`src/logic/tcore_isa_pkg.sv`:
```
/*
 * tcore instruction set definitions
 * field layout, word widths, opcodes and ALU op codes
 */
package tcore_isa_pkg;

	// ------------------------------
	// widths, all fixed by the format
	// ------------------------------
	localparam int DAT_W       = 16;
	localparam int INS_W       = 16;
	localparam int OPC_W       = 4;
	localparam int REG_IDX_W   = 3;
	localparam int IMEM_ADDR_W = 8;
	localparam int DMEM_ADDR_W = 8;
	localparam int IMM_W       = 8;
	localparam int ALU_OP_W    = 3;

	localparam int NUM_GPR   = 8;
	// shift-add steps for one multiply
	localparam int MUL_STEPS = 16;

	// field positions inside the instruction word
	localparam int OPC_LSB = 12;
	localparam int RD_LSB  = 9;
	localparam int RS_LSB  = 6;
	localparam int RT_LSB  = 3;

	typedef logic [DAT_W-1:0]       dat_t;
	typedef logic [INS_W-1:0]       ins_t;
	typedef logic [OPC_W-1:0]       opcode_t;
	typedef logic [REG_IDX_W-1:0]   reg_idx_t;
	typedef logic [IMEM_ADDR_W-1:0] imem_addr_t;
	typedef logic [DMEM_ADDR_W-1:0] dmem_addr_t;
	// zero-extended when used as data
	typedef logic [IMM_W-1:0]       imm_t;
	typedef logic [ALU_OP_W-1:0]    alu_op_t;

	// ------------------------------
	// opcodes, unlisted codes act as nop
	// ------------------------------
	localparam opcode_t OP_NOP  = 4'd0;
	localparam opcode_t OP_MOVI = 4'd1;
	localparam opcode_t OP_LD   = 4'd2;
	localparam opcode_t OP_ST   = 4'd3;
	localparam opcode_t OP_ADD  = 4'd4;
	localparam opcode_t OP_SUB  = 4'd5;
	localparam opcode_t OP_MUL  = 4'd6;
	localparam opcode_t OP_AND  = 4'd7;
	localparam opcode_t OP_XOR  = 4'd8;
	localparam opcode_t OP_JMP  = 4'd9;
	localparam opcode_t OP_HALT = 4'd15;

	// alu operation select
	localparam alu_op_t ALU_ADD = 3'd0;
	localparam alu_op_t ALU_SUB = 3'd1;
	localparam alu_op_t ALU_MUL = 3'd2;
	localparam alu_op_t ALU_AND = 3'd3;
	localparam alu_op_t ALU_XOR = 3'd4;

endpackage

```
`src/logic/tcore_ctrl_pkg.sv`:
```
/*
 * tcore control definitions
 * sequencer states and the structs passed between core blocks
 */
package tcore_ctrl_pkg;
	import tcore_isa_pkg::*;

	// instruction sequencer FSM
	typedef enum logic [2:0] {
		S_FETCH,
		S_INS_WAIT,
		S_EXEC,
		S_WAIT_DONE,
		S_HALT
	} seq_state_e;

	// ------------------------------
	// decoded instruction
	// ------------------------------
	typedef struct packed {
		reg_idx_t rd;
		reg_idx_t rd_idx_a;  // rd for st, rs for alu ops
		reg_idx_t rd_idx_b;  // always rt
		logic     alu_en;
		alu_op_t  alu_op;
		logic     is_movi;
		logic     is_ld;
		logic     is_st;
		logic     is_jmp;
		logic     is_halt;
		imm_t     field;     // imm, data addr or jump target
	} dec_ctrl_t;

	// register file write port
	typedef struct packed {
		logic     en;
		reg_idx_t idx;
		dat_t     dat;
	} gprf_wr_t;

	// data memory request, rw 1 = read
	typedef struct packed {
		logic       en_b;
		logic       rw;
		dmem_addr_t addr;
		dat_t       wdat;
	} dmem_req_t;

endpackage

```
`src/logic/ins_sequencer.sv`:
```
/*
 * instruction sequencer
 * pc, fetch strobe, instruction register, jump and halt FSM
 */
module ins_sequencer (
	input  logic                      clk,
	input  logic                      rst_n,
	input  logic                      t_cs,
	input  tcore_isa_pkg::ins_t       ins_mem_dat,
	output logic                      ins_mem_en_b,
	output tcore_isa_pkg::imem_addr_t ins_mem_addr,
	input  tcore_ctrl_pkg::dec_ctrl_t ctrl,
	input  logic                      op_done,
	output tcore_isa_pkg::ins_t       ins_reg,
	output logic                      exec_start,
	output logic                      halt
);
	import tcore_isa_pkg::*;
	import tcore_ctrl_pkg::*;

	seq_state_e state_q;
	imem_addr_t pc_q;
	// low through reset, high from the first clock after
	logic       armed_q;
	logic       fetch;

	// ------------------------------
	// memory side
	// ------------------------------
	// chip select low stalls the fetch, nothing else does
	assign fetch        = (state_q == S_FETCH) && t_cs && armed_q;
	assign ins_mem_en_b = ~fetch;
	assign ins_mem_addr = pc_q;

	// one cycle pulse, ctrl is valid from the latched word here
	assign exec_start = (state_q == S_EXEC);
	assign halt       = (state_q == S_HALT);

	// ------------------------------
	// state machine
	// ------------------------------
	always_ff @(posedge clk or negedge rst_n) begin
		if (!rst_n) begin
			state_q <= S_FETCH;
			pc_q    <= '0;
			ins_reg <= '0;
			armed_q <= 1'b0;
		end else begin
			armed_q <= 1'b1;
			case (state_q)
				S_FETCH: begin
					if (fetch) begin
						state_q <= S_INS_WAIT;
					end
				end
				S_INS_WAIT: begin
					// memory output valid the cycle after the strobe
					ins_reg <= ins_mem_dat;
					state_q <= S_EXEC;
				end
				S_EXEC: begin
					state_q <= S_WAIT_DONE;
				end
				S_WAIT_DONE: begin
					if (op_done) begin
						if (ctrl.is_halt) begin
							state_q <= S_HALT;
						end else begin
							state_q <= S_FETCH;
							// jump target or next word
							pc_q    <= ctrl.is_jmp ? imem_addr_t'(ctrl.field) : pc_q + 1'b1;
						end
					end
				end
				default: begin
					// halted, only reset leaves
					state_q <= S_HALT;
				end
			endcase
		end
	end

endmodule

```
`src/logic/ins_decoder.sv`:
```
/*
 * instruction decoder
 * splits the instruction register into fields and control flags
 */
module ins_decoder (
	input  tcore_isa_pkg::ins_t       ins,
	output tcore_ctrl_pkg::dec_ctrl_t ctrl
);
	import tcore_isa_pkg::*;

	opcode_t opc;
	reg_idx_t rd;

	assign opc = opcode_t'(ins[OPC_LSB +: OPC_W]);
	assign rd  = ins[RD_LSB +: REG_IDX_W];

	always_comb begin
		// every flag clear unless the opcode says otherwise
		ctrl          = '0;
		ctrl.rd       = rd;
		ctrl.rd_idx_a = ins[RS_LSB +: REG_IDX_W];
		ctrl.rd_idx_b = ins[RT_LSB +: REG_IDX_W];
		ctrl.field    = ins[IMM_W-1:0];
		ctrl.alu_op   = ALU_ADD;

		case (opc)
			OP_NOP: begin
			end
			OP_MOVI: ctrl.is_movi = 1'b1;
			OP_LD:   ctrl.is_ld   = 1'b1;
			OP_ST: begin
				ctrl.is_st    = 1'b1;
				// store data comes out of port a
				ctrl.rd_idx_a = rd;
			end
			// register-register alu group
			OP_ADD: begin
				ctrl.alu_en = 1'b1;
				ctrl.alu_op = ALU_ADD;
			end
			OP_SUB: begin
				ctrl.alu_en = 1'b1;
				ctrl.alu_op = ALU_SUB;
			end
			OP_MUL: begin
				ctrl.alu_en = 1'b1;
				ctrl.alu_op = ALU_MUL;
			end
			OP_AND: begin
				ctrl.alu_en = 1'b1;
				ctrl.alu_op = ALU_AND;
			end
			OP_XOR: begin
				ctrl.alu_en = 1'b1;
				ctrl.alu_op = ALU_XOR;
			end
			OP_JMP:  ctrl.is_jmp  = 1'b1;
			OP_HALT: ctrl.is_halt = 1'b1;
			default: begin
				// unused codes run as nop
			end
		endcase
	end

endmodule

```
`src/logic/gprf.sv`:
```
/*
 * general purpose register file
 * eight words, two combinational reads, one clocked write
 */
module gprf (
	input  logic                        clk,
	input  logic                        rst_n,
	input  tcore_isa_pkg::reg_idx_t     rd_idx_a,
	input  tcore_isa_pkg::reg_idx_t     rd_idx_b,
	output tcore_isa_pkg::dat_t         rd_dat_a,
	output tcore_isa_pkg::dat_t         rd_dat_b,
	input  tcore_ctrl_pkg::gprf_wr_t    wr
);
	import tcore_isa_pkg::*;

	dat_t regs_q [NUM_GPR];

	// read ports, no bypass of a same-cycle write
	assign rd_dat_a = regs_q[rd_idx_a];
	assign rd_dat_b = regs_q[rd_idx_b];

	always_ff @(posedge clk or negedge rst_n) begin
		if (!rst_n) begin
			for (int i = 0; i < NUM_GPR; i++) begin
				regs_q[i] <= '0;
			end
		end else if (wr.en) begin
			regs_q[wr.idx] <= wr.dat;
		end
	end

endmodule

```
`src/logic/alu.sv`:
```
/*
 * ALU
 * one cycle add, sub, and, xor; iterative shift-add multiply
 */
module alu (
	input  logic                   clk,
	input  logic                   rst_n,
	input  logic                   start,
	input  tcore_isa_pkg::alu_op_t op,
	input  tcore_isa_pkg::dat_t    opa,
	input  tcore_isa_pkg::dat_t    opb,
	output tcore_isa_pkg::dat_t    result,
	output logic                   done
);
	import tcore_isa_pkg::*;

	alu_op_t    op_q;
	dat_t       opa_q;
	dat_t       opb_q;
	dat_t       acc_q;
	dat_t       partial;
	dat_t       mul_sum;
	logic       busy_q;
	logic       quick_q;
	logic [3:0] step_q;

	// ------------------------------
	// multiply datapath
	// ------------------------------
	// one partial product per step, low 16 bits only
	assign partial = opb_q[0] ? opa_q : '0;
	// last step is folded in combinationally
	assign mul_sum = acc_q + partial;

	always_comb begin
		case (op_q)
			ALU_SUB: result = opa_q - opb_q;
			ALU_MUL: result = mul_sum;
			ALU_AND: result = opa_q & opb_q;
			ALU_XOR: result = opa_q ^ opb_q;
			default: result = opa_q + opb_q;
		endcase
	end

	// quick ops finish next cycle, mul after all steps
	assign done = quick_q | (busy_q & (step_q == 4'(MUL_STEPS - 1)));

	// ------------------------------
	// control
	// ------------------------------
	always_ff @(posedge clk or negedge rst_n) begin
		if (!rst_n) begin
			busy_q  <= 1'b0;
			quick_q <= 1'b0;
			step_q  <= '0;
		end else begin
			quick_q <= start && (op != ALU_MUL);
			if (start) begin
				busy_q <= (op == ALU_MUL);
				step_q <= '0;
			end else if (busy_q) begin
				step_q <= step_q + 1'b1;
				if (step_q == 4'(MUL_STEPS - 1)) begin
					busy_q <= 1'b0;
				end
			end
		end
	end

	// operands latched on start, then shifted for mul
	always_ff @(posedge clk) begin
		if (start) begin
			op_q  <= op;
			opa_q <= opa;
			opb_q <= opb;
			acc_q <= '0;
		end else if (busy_q) begin
			acc_q <= mul_sum;
			opa_q <= opa_q << 1;
			opb_q <= opb_q >> 1;
		end
	end

endmodule

```
`src/logic/mem_writeback.sv`:
```
/*
 * memory access and write-back
 * data memory strobes, register write source and completion pulse
 */
module mem_writeback (
	input  logic                      clk,
	input  logic                      rst_n,
	input  logic                      exec_start,
	input  tcore_ctrl_pkg::dec_ctrl_t ctrl,
	input  tcore_isa_pkg::dat_t       st_dat,
	input  tcore_isa_pkg::dat_t       alu_result,
	input  logic                      alu_done,
	input  tcore_isa_pkg::dat_t       dmem_rdat,
	output tcore_ctrl_pkg::dmem_req_t dmem_req,
	output tcore_ctrl_pkg::gprf_wr_t  gprf_wr,
	output logic                      op_done
);
	import tcore_isa_pkg::*;

	// PH_MEM drives the strobe, PH_WB writes rd and completes
	typedef enum logic [1:0] {
		PH_IDLE,
		PH_MEM,
		PH_ALU,
		PH_WB
	} wb_phase_e;

	wb_phase_e ph_q;
	dat_t      res_q;

	always_ff @(posedge clk or negedge rst_n) begin
		if (!rst_n) begin
			ph_q <= PH_IDLE;
		end else begin
			case (ph_q)
				PH_IDLE: begin
					if (exec_start) begin
						if (ctrl.is_ld || ctrl.is_st) ph_q <= PH_MEM;
						else if (ctrl.alu_en)         ph_q <= PH_ALU;
						else                          ph_q <= PH_WB;
					end
				end
				// st ends here, ld waits one cycle for read data
				PH_MEM:  ph_q <= ctrl.is_ld ? PH_WB : PH_IDLE;
				PH_ALU:  if (alu_done) ph_q <= PH_WB;
				default: ph_q <= PH_IDLE;
			endcase
		end
	end

	// alu result held for the write-back cycle
	always_ff @(posedge clk) begin
		if (ph_q == PH_ALU && alu_done) begin
			res_q <= alu_result;
		end
	end

	// ------------------------------
	// outputs
	// ------------------------------
	assign op_done = (ph_q == PH_WB) || (ph_q == PH_MEM && ctrl.is_st);

	always_comb begin
		dmem_req.en_b = (ph_q != PH_MEM);
		// read level except during a store
		dmem_req.rw   = !(ph_q == PH_MEM && ctrl.is_st);
		dmem_req.addr = dmem_addr_t'(ctrl.field);
		dmem_req.wdat = st_dat;

		gprf_wr.en  = (ph_q == PH_WB) && (ctrl.is_movi || ctrl.is_ld || ctrl.alu_en);
		gprf_wr.idx = ctrl.rd;
		// source select: immediate, memory word or alu
		if (ctrl.is_movi)    gprf_wr.dat = dat_t'(ctrl.field);
		else if (ctrl.is_ld) gprf_wr.dat = dmem_rdat;
		else                 gprf_wr.dat = res_q;
	end

endmodule

```
`src/logic/tcore_top.sv`:
```
/*
 * tcore core top
 * sequencer, decoder, register file, ALU and write-back,
 * instruction and data memories sit outside
 */
module tcore_top (
	input  logic                      clk,
	input  logic                      rst_n,
	input  logic                      t_cs,
	// instruction memory
	input  tcore_isa_pkg::ins_t       ins_mem_dat,
	output logic                      ins_mem_en_b,
	output tcore_isa_pkg::imem_addr_t ins_mem_addr,
	// data memory 1, rw 1 = read
	output logic                      dat_mem1_rw,
	output logic                      dat_mem1_en_b,
	output tcore_isa_pkg::dmem_addr_t dat_mem1_addr,
	input  tcore_isa_pkg::dat_t       mem1_to_wrp_dat,
	output tcore_isa_pkg::dat_t       wrp_to_mem1_dat,
	output logic                      halt
);
	import tcore_isa_pkg::*;
	import tcore_ctrl_pkg::*;

	ins_t      ins_reg;
	dec_ctrl_t ctrl;
	logic      exec_start;
	logic      op_done;
	dat_t      rd_dat_a;
	dat_t      rd_dat_b;
	gprf_wr_t  gprf_wr;
	dat_t      alu_result;
	logic      alu_done;
	dmem_req_t dmem_req;

	// ------------------------------
	// fetch and decode
	// ------------------------------
	ins_sequencer u_seq (
		.clk          (clk),
		.rst_n        (rst_n),
		.t_cs         (t_cs),
		.ins_mem_dat  (ins_mem_dat),
		.ins_mem_en_b (ins_mem_en_b),
		.ins_mem_addr (ins_mem_addr),
		.ctrl         (ctrl),
		.op_done      (op_done),
		.ins_reg      (ins_reg),
		.exec_start   (exec_start),
		.halt         (halt)
	);

	ins_decoder u_dec (
		.ins  (ins_reg),
		.ctrl (ctrl)
	);

	// ------------------------------
	// registers and execute
	// ------------------------------
	gprf u_gprf (
		.clk      (clk),
		.rst_n    (rst_n),
		.rd_idx_a (ctrl.rd_idx_a),
		.rd_idx_b (ctrl.rd_idx_b),
		.rd_dat_a (rd_dat_a),
		.rd_dat_b (rd_dat_b),
		.wr       (gprf_wr)
	);

	alu u_alu (
		.clk    (clk),
		.rst_n  (rst_n),
		.start  (exec_start),
		.op     (ctrl.alu_op),
		.opa    (rd_dat_a),
		.opb    (rd_dat_b),
		.result (alu_result),
		.done   (alu_done)
	);

	// port a carries the store data
	mem_writeback u_wb (
		.clk        (clk),
		.rst_n      (rst_n),
		.exec_start (exec_start),
		.ctrl       (ctrl),
		.st_dat     (rd_dat_a),
		.alu_result (alu_result),
		.alu_done   (alu_done),
		.dmem_rdat  (mem1_to_wrp_dat),
		.dmem_req   (dmem_req),
		.gprf_wr    (gprf_wr),
		.op_done    (op_done)
	);

	// data memory pins
	assign dat_mem1_en_b   = dmem_req.en_b;
	assign dat_mem1_rw     = dmem_req.rw;
	assign dat_mem1_addr   = dmem_req.addr;
	assign wrp_to_mem1_dat = dmem_req.wdat;

endmodule

```
`config.mk`:
```
export PLATFORM = sky130hd
export DESIGN_NAME = tcore_top
export DESIGN_NICKNAME = d
export VERILOG_FILES = /design/src/logic/tcore_isa_pkg.sv /design/src/logic/tcore_ctrl_pkg.sv /design/src/logic/ins_sequencer.sv /design/src/logic/ins_decoder.sv /design/src/logic/gprf.sv /design/src/logic/alu.sv /design/src/logic/mem_writeback.sv /design/src/logic/tcore_top.sv
export SDC_FILE = /design/constraint.sdc
export NUM_CORES = 1
export LEC_CHECK = 0
export BUFFER_PORTS_ARGS = -buffer_cell sky130_fd_sc_hd__buf_2
export CAP_MARGIN = 0
export CORE_MARGIN = 2
export CORE_UTILIZATION = 65
export CTS_CLUSTER_SIZE = 8
export DETAILED_ROUTE_END_ITERATION = 12
export PLACE_DENSITY = 0.88
export SLEW_MARGIN = 20
export SYNTH_ARGS = -nofsm -noshare
export SYNTH_HDL_FRONTEND = slang
export SYNTH_HIERARCHICAL = 1
export SYNTH_SLANG_ARGS = --single-unit
```
`constraint.sdc`:
```
create_clock -name clk -period 7.1 [get_ports clk]
set_input_delay 1.065 -clock clk [delete_from_list [all_inputs] [get_ports clk]]
set_output_delay 1.065 -clock clk [all_outputs]
set_load 0.01 [all_outputs]
```
==> flow_metrics.env <==
export IMPL_worst_endpoint_required_ps=6030
export IMPL_synthToLayoutAreaGrowth_pct=7.85
export IMPL_final_period_utilization=0.599
export IMPL_clock_path_buffers=3
export IMPL_clock_sinks=231
export IMPL_final_core_utilization=0.715
export IMPL_reg2regPathDepth=11
export IMPL_synth_async_sr_flop_share=0.710
export IMPL_post_cts_setup_buffer_count=0
export IMPL_std_cell_rows=54
export IMPL_slew_limit_headroom=0.224
export IMPL_max_freq_mhz=235
export IMPL_ir_drop_mv=0.271
export IMPL_critPathLaunch="u_seq/ins_reg[15]"
export IMPL_place_port_buffers=70
export IMPL_htree_num_levels=2
export IMPL_vias=10500
export IMPL_end_kind="primary output"
export IMPL_crit_path_cell_trace="and4bb_4, mux2_4, mux4_1, mux2_2, buf_2"
export IMPL_grt_start_max_net_pins=114
export IMPL_core_area_um2=21900
export IMPL_ioPinCount=71
export IMPL_clkTransAtPathRegs_ps=50
export IMPL_run_status="finished, final reports clean"
export IMPL_detail_route_wl_per_cell_um=25.6
export IMPL_registers_top_by_ff_count="u_gprf/regs_q"
export IMPL_critical_path_max_stage_delay_ps=660
export IMPL_post_synth_main_area_contributors="sky130_fd_sc_hd__dfrtp_1 28%, sky130_fd_sc_hd__mux2_2 16%, sky130_fd_sc_hd__edfxtp_1 11%"
export IMPL_track_usage=0.330
export IMPL_syn_nets=1275
export IMPL_first_global_vias=10700
export IMPL_gpl_final_weighted_congestion=0.959
export IMPL_number_of_buffers_created_by_cts=34
export IMPL_slew_viol_final=0
export IMPL_drt_first_pass_iters=5
export IMPL_min_path_cells=1
export IMPL_static_leakage_power_nw=6.74
export IMPL_finalSetupViolCount=0
export IMPL_number_of_hold_slack_violations_in_the_final_timing_report=0
export IMPL_r2r_end="u_wb/res_q[11]"
export IMPL_detail_route_antenna_nets=0
export IMPL_cp_max_fo=32
export IMPL_grt_pass1_wl_um=60700
export IMPL_cts_root_buffer_cell="sky130_fd_sc_hd__clkbuf_16"
export IMPL_start_util=0.663
export IMPL_ys_warn_count=6
export IMPL_clk_latency_ps=510
export IMPL_cap_violations=0
export IMPL_cts_tree="done"
export IMPL_final_setup_skew_ps=16.0
export IMPL_hold_path_class="flop to flop"
export IMPL_slowest_stage="sky130_fd_sc_hd__mux4_1"
export IMPL_die_h_um=153
export IMPL_fin_crit_ps=4260
export IMPL_syn_instance_count=1189
export IMPL_reg2reg_setup_slack_ps=3210
export IMPL_seq_area_frac_synth=0.410
export IMPL_drt_total_wl_um=38300
export IMPL_seq_cells_post_synth=231
export IMPL_worst_ep_arrival_time_ps=3190
export IMPL_critical_path_reg2reg_startpoint="u_alu/op_q[0]"
export IMPL_detailedRoute_firstIterationViolations=1122
export IMPL_setup_tns_final_ps=0
export IMPL_yosys_most_used_dff="sky130_fd_sc_hd__dfrtp_1"
export IMPL_total_overflow_reported_by_the_global_router=0
export IMPL_yosysTopAreaCell="sky130_fd_sc_hd__dfrtp_1"
export IMPL_drc_errors=0
export IMPL_layout_nets=1289
export IMPL_worst_slew_pin_slew_ps=1160
export IMPL_post_cts_resized_instances=0
export IMPL_grt_setup_unrepaired="no"
export IMPL_setup_worst_path_class="flop to primary output"
export IMPL_dpl_hpwl_um=24200
export IMPL_avgSynthCellArea_um2=12.2
export IMPL_post_synth_num_cell_types=80
export IMPL_netlist_area_leader_share=0.283
export IMPL_synth_edff_count=51
export IMPL_vias_per_cell=7.00
export IMPL_die_area_um2=23500
export IMPL_power_density_nw_per_um2=551
export IMPL_worstSetupStartpointType="flop"
export IMPL_drive_gt1_frac=0.294
export IMPL_number_of_antenna_violations_at_the_first_check_in_global_routing=2
export IMPL_worstSetupEndpoint="wrp_to_mem1_dat[8]"
export IMPL_post_synth_instance_area_um2=14500
export IMPL_cts_hold_buf=0
export IMPL_largest_register_ff_count=128
export IMPL_horizontal_die_dimension_um=153
power breakdown:
group          switching [mW]  leakage, nW  internal (mW)
clock network           0.583        0.454          0.896
registers               0.750         2.64           2.02
logic                    2.29         3.64           2.07
stage by stage:
step	cell area [µm²]	instances	hold WS, ps	power (mW)	setup WS, ps
finish	15700	1500	496	8.62	2840
global route	15700	1500	521	9.09	2790
CTS	15600	1498	491	8.50	2880
detailed placement	14700	1447	476	6.92	3340
global placement	14700	1447	476	6.72	3360
floorplan	14500	1189	446	5.96	3810
area by class of cell:
cell class,count,area (µm²)
multi-input combinational,835,7880
fill,1399,6240
sequential,231,5960
inverter,20,75.1
timing repair buffer,81,442
clock buffer,50,932
clock inverter,1,8.76
tap,280,350
antenna,2,5.00
kinds of logic after synthesis:
family / share of synthesized area
AO/OA/AOI/OAI: 0.0785
AND/OR/NAND/NOR: 0.0949
buffers and inverters: 0.0518
other: 0.000258
flip-flops: 0.410
multiplexers: 0.298
adder cells (fa/ha/maj): 0.0450
XOR/XNOR: 0.0211
routing by layer:
metal	wire length, µm	vias to the layer above	GRT usage
met4	2010	0	0.164
met5	0	-	0
li1	-	4510	-
met2	18200	610	0.535
met1	15100	5212	0.428
met3	2990	173	0.0666
cell usage after synthesis, types with 14 or more instances:
master                     instances
sky130_fd_sc_hd__dfrtp_1         164
sky130_fd_sc_hd__nand3_1          14
sky130_fd_sc_hd__dfxtp_1          16
sky130_fd_sc_hd__xnor2_1          23
sky130_fd_sc_hd__o21ai_0          46
sky130_fd_sc_hd__mux2_2          203
sky130_fd_sc_hd__ha_1             49
sky130_fd_sc_hd__buf_2            15
sky130_fd_sc_hd__a21oi_1          62
sky130_fd_sc_hd__mux4_1           56
sky130_fd_sc_hd__and2_1           21
sky130_fd_sc_hd__buf_4            47
sky130_fd_sc_hd__nand2_1          56
sky130_fd_sc_hd__mux2i_1          34
sky130_fd_sc_hd__nor2_1           71
sky130_fd_sc_hd__clkbuf_1         18
sky130_fd_sc_hd__inv_1            20
sky130_fd_sc_hd__nand2b_1         14
sky130_fd_sc_hd__edfxtp_1         51
worst min path at each step:
stage,from,to,slack [ps]
2_1_floorplan,u_alu/acc_q[13],u_alu/acc_q[13],450
3_3_place_gp,u_alu/acc_q[10],u_alu/acc_q[10],480
3_5_place_dp,u_alu/acc_q[10],u_alu/acc_q[10],480
4_1_cts,u_alu/acc_q[10],u_alu/acc_q[10],490
5_1_grt,u_alu/acc_q[10],u_alu/acc_q[10],520
6_report,u_alu/acc_q[10],u_alu/acc_q[10],500
cell usage in the layout (no fill, tap or decap), drive strengths merged, types with 3 or more instances in the layout:
master	count
nor3b	9
inv	21
ha	49
xnor2	23
buf	80
nand3b	3
nand3	15
edfxtp	51
clkbuf	51
a21oi	62
o211ai	8
and3	4
nor3	13
or3	4
dfxtp	16
nand2	57
nor4bb	4
a21o	8
xor2	12
nand4b	3
a31oi	5
mux2	206
nor2	71
a22oi	4
o21ai	56
a211oi	6
mux4	64
o22ai	6
dfrtp	164
o21a	5
a221oi	3
nand4	9
and2	21
mux2i	34
nor4	8
nand2b	14
nor2b	12
worst max-delay path: cells and delay by family, from the launching register on:
kind | cells | cell delay, ps
flip-flops | 1 | 450
multiplexers | 3 | 1570
buffers and inverters | 1 | 160
AND/OR/NAND/NOR | 1 | 470
No activity file was read; power rests on OpenSTA's default activity.
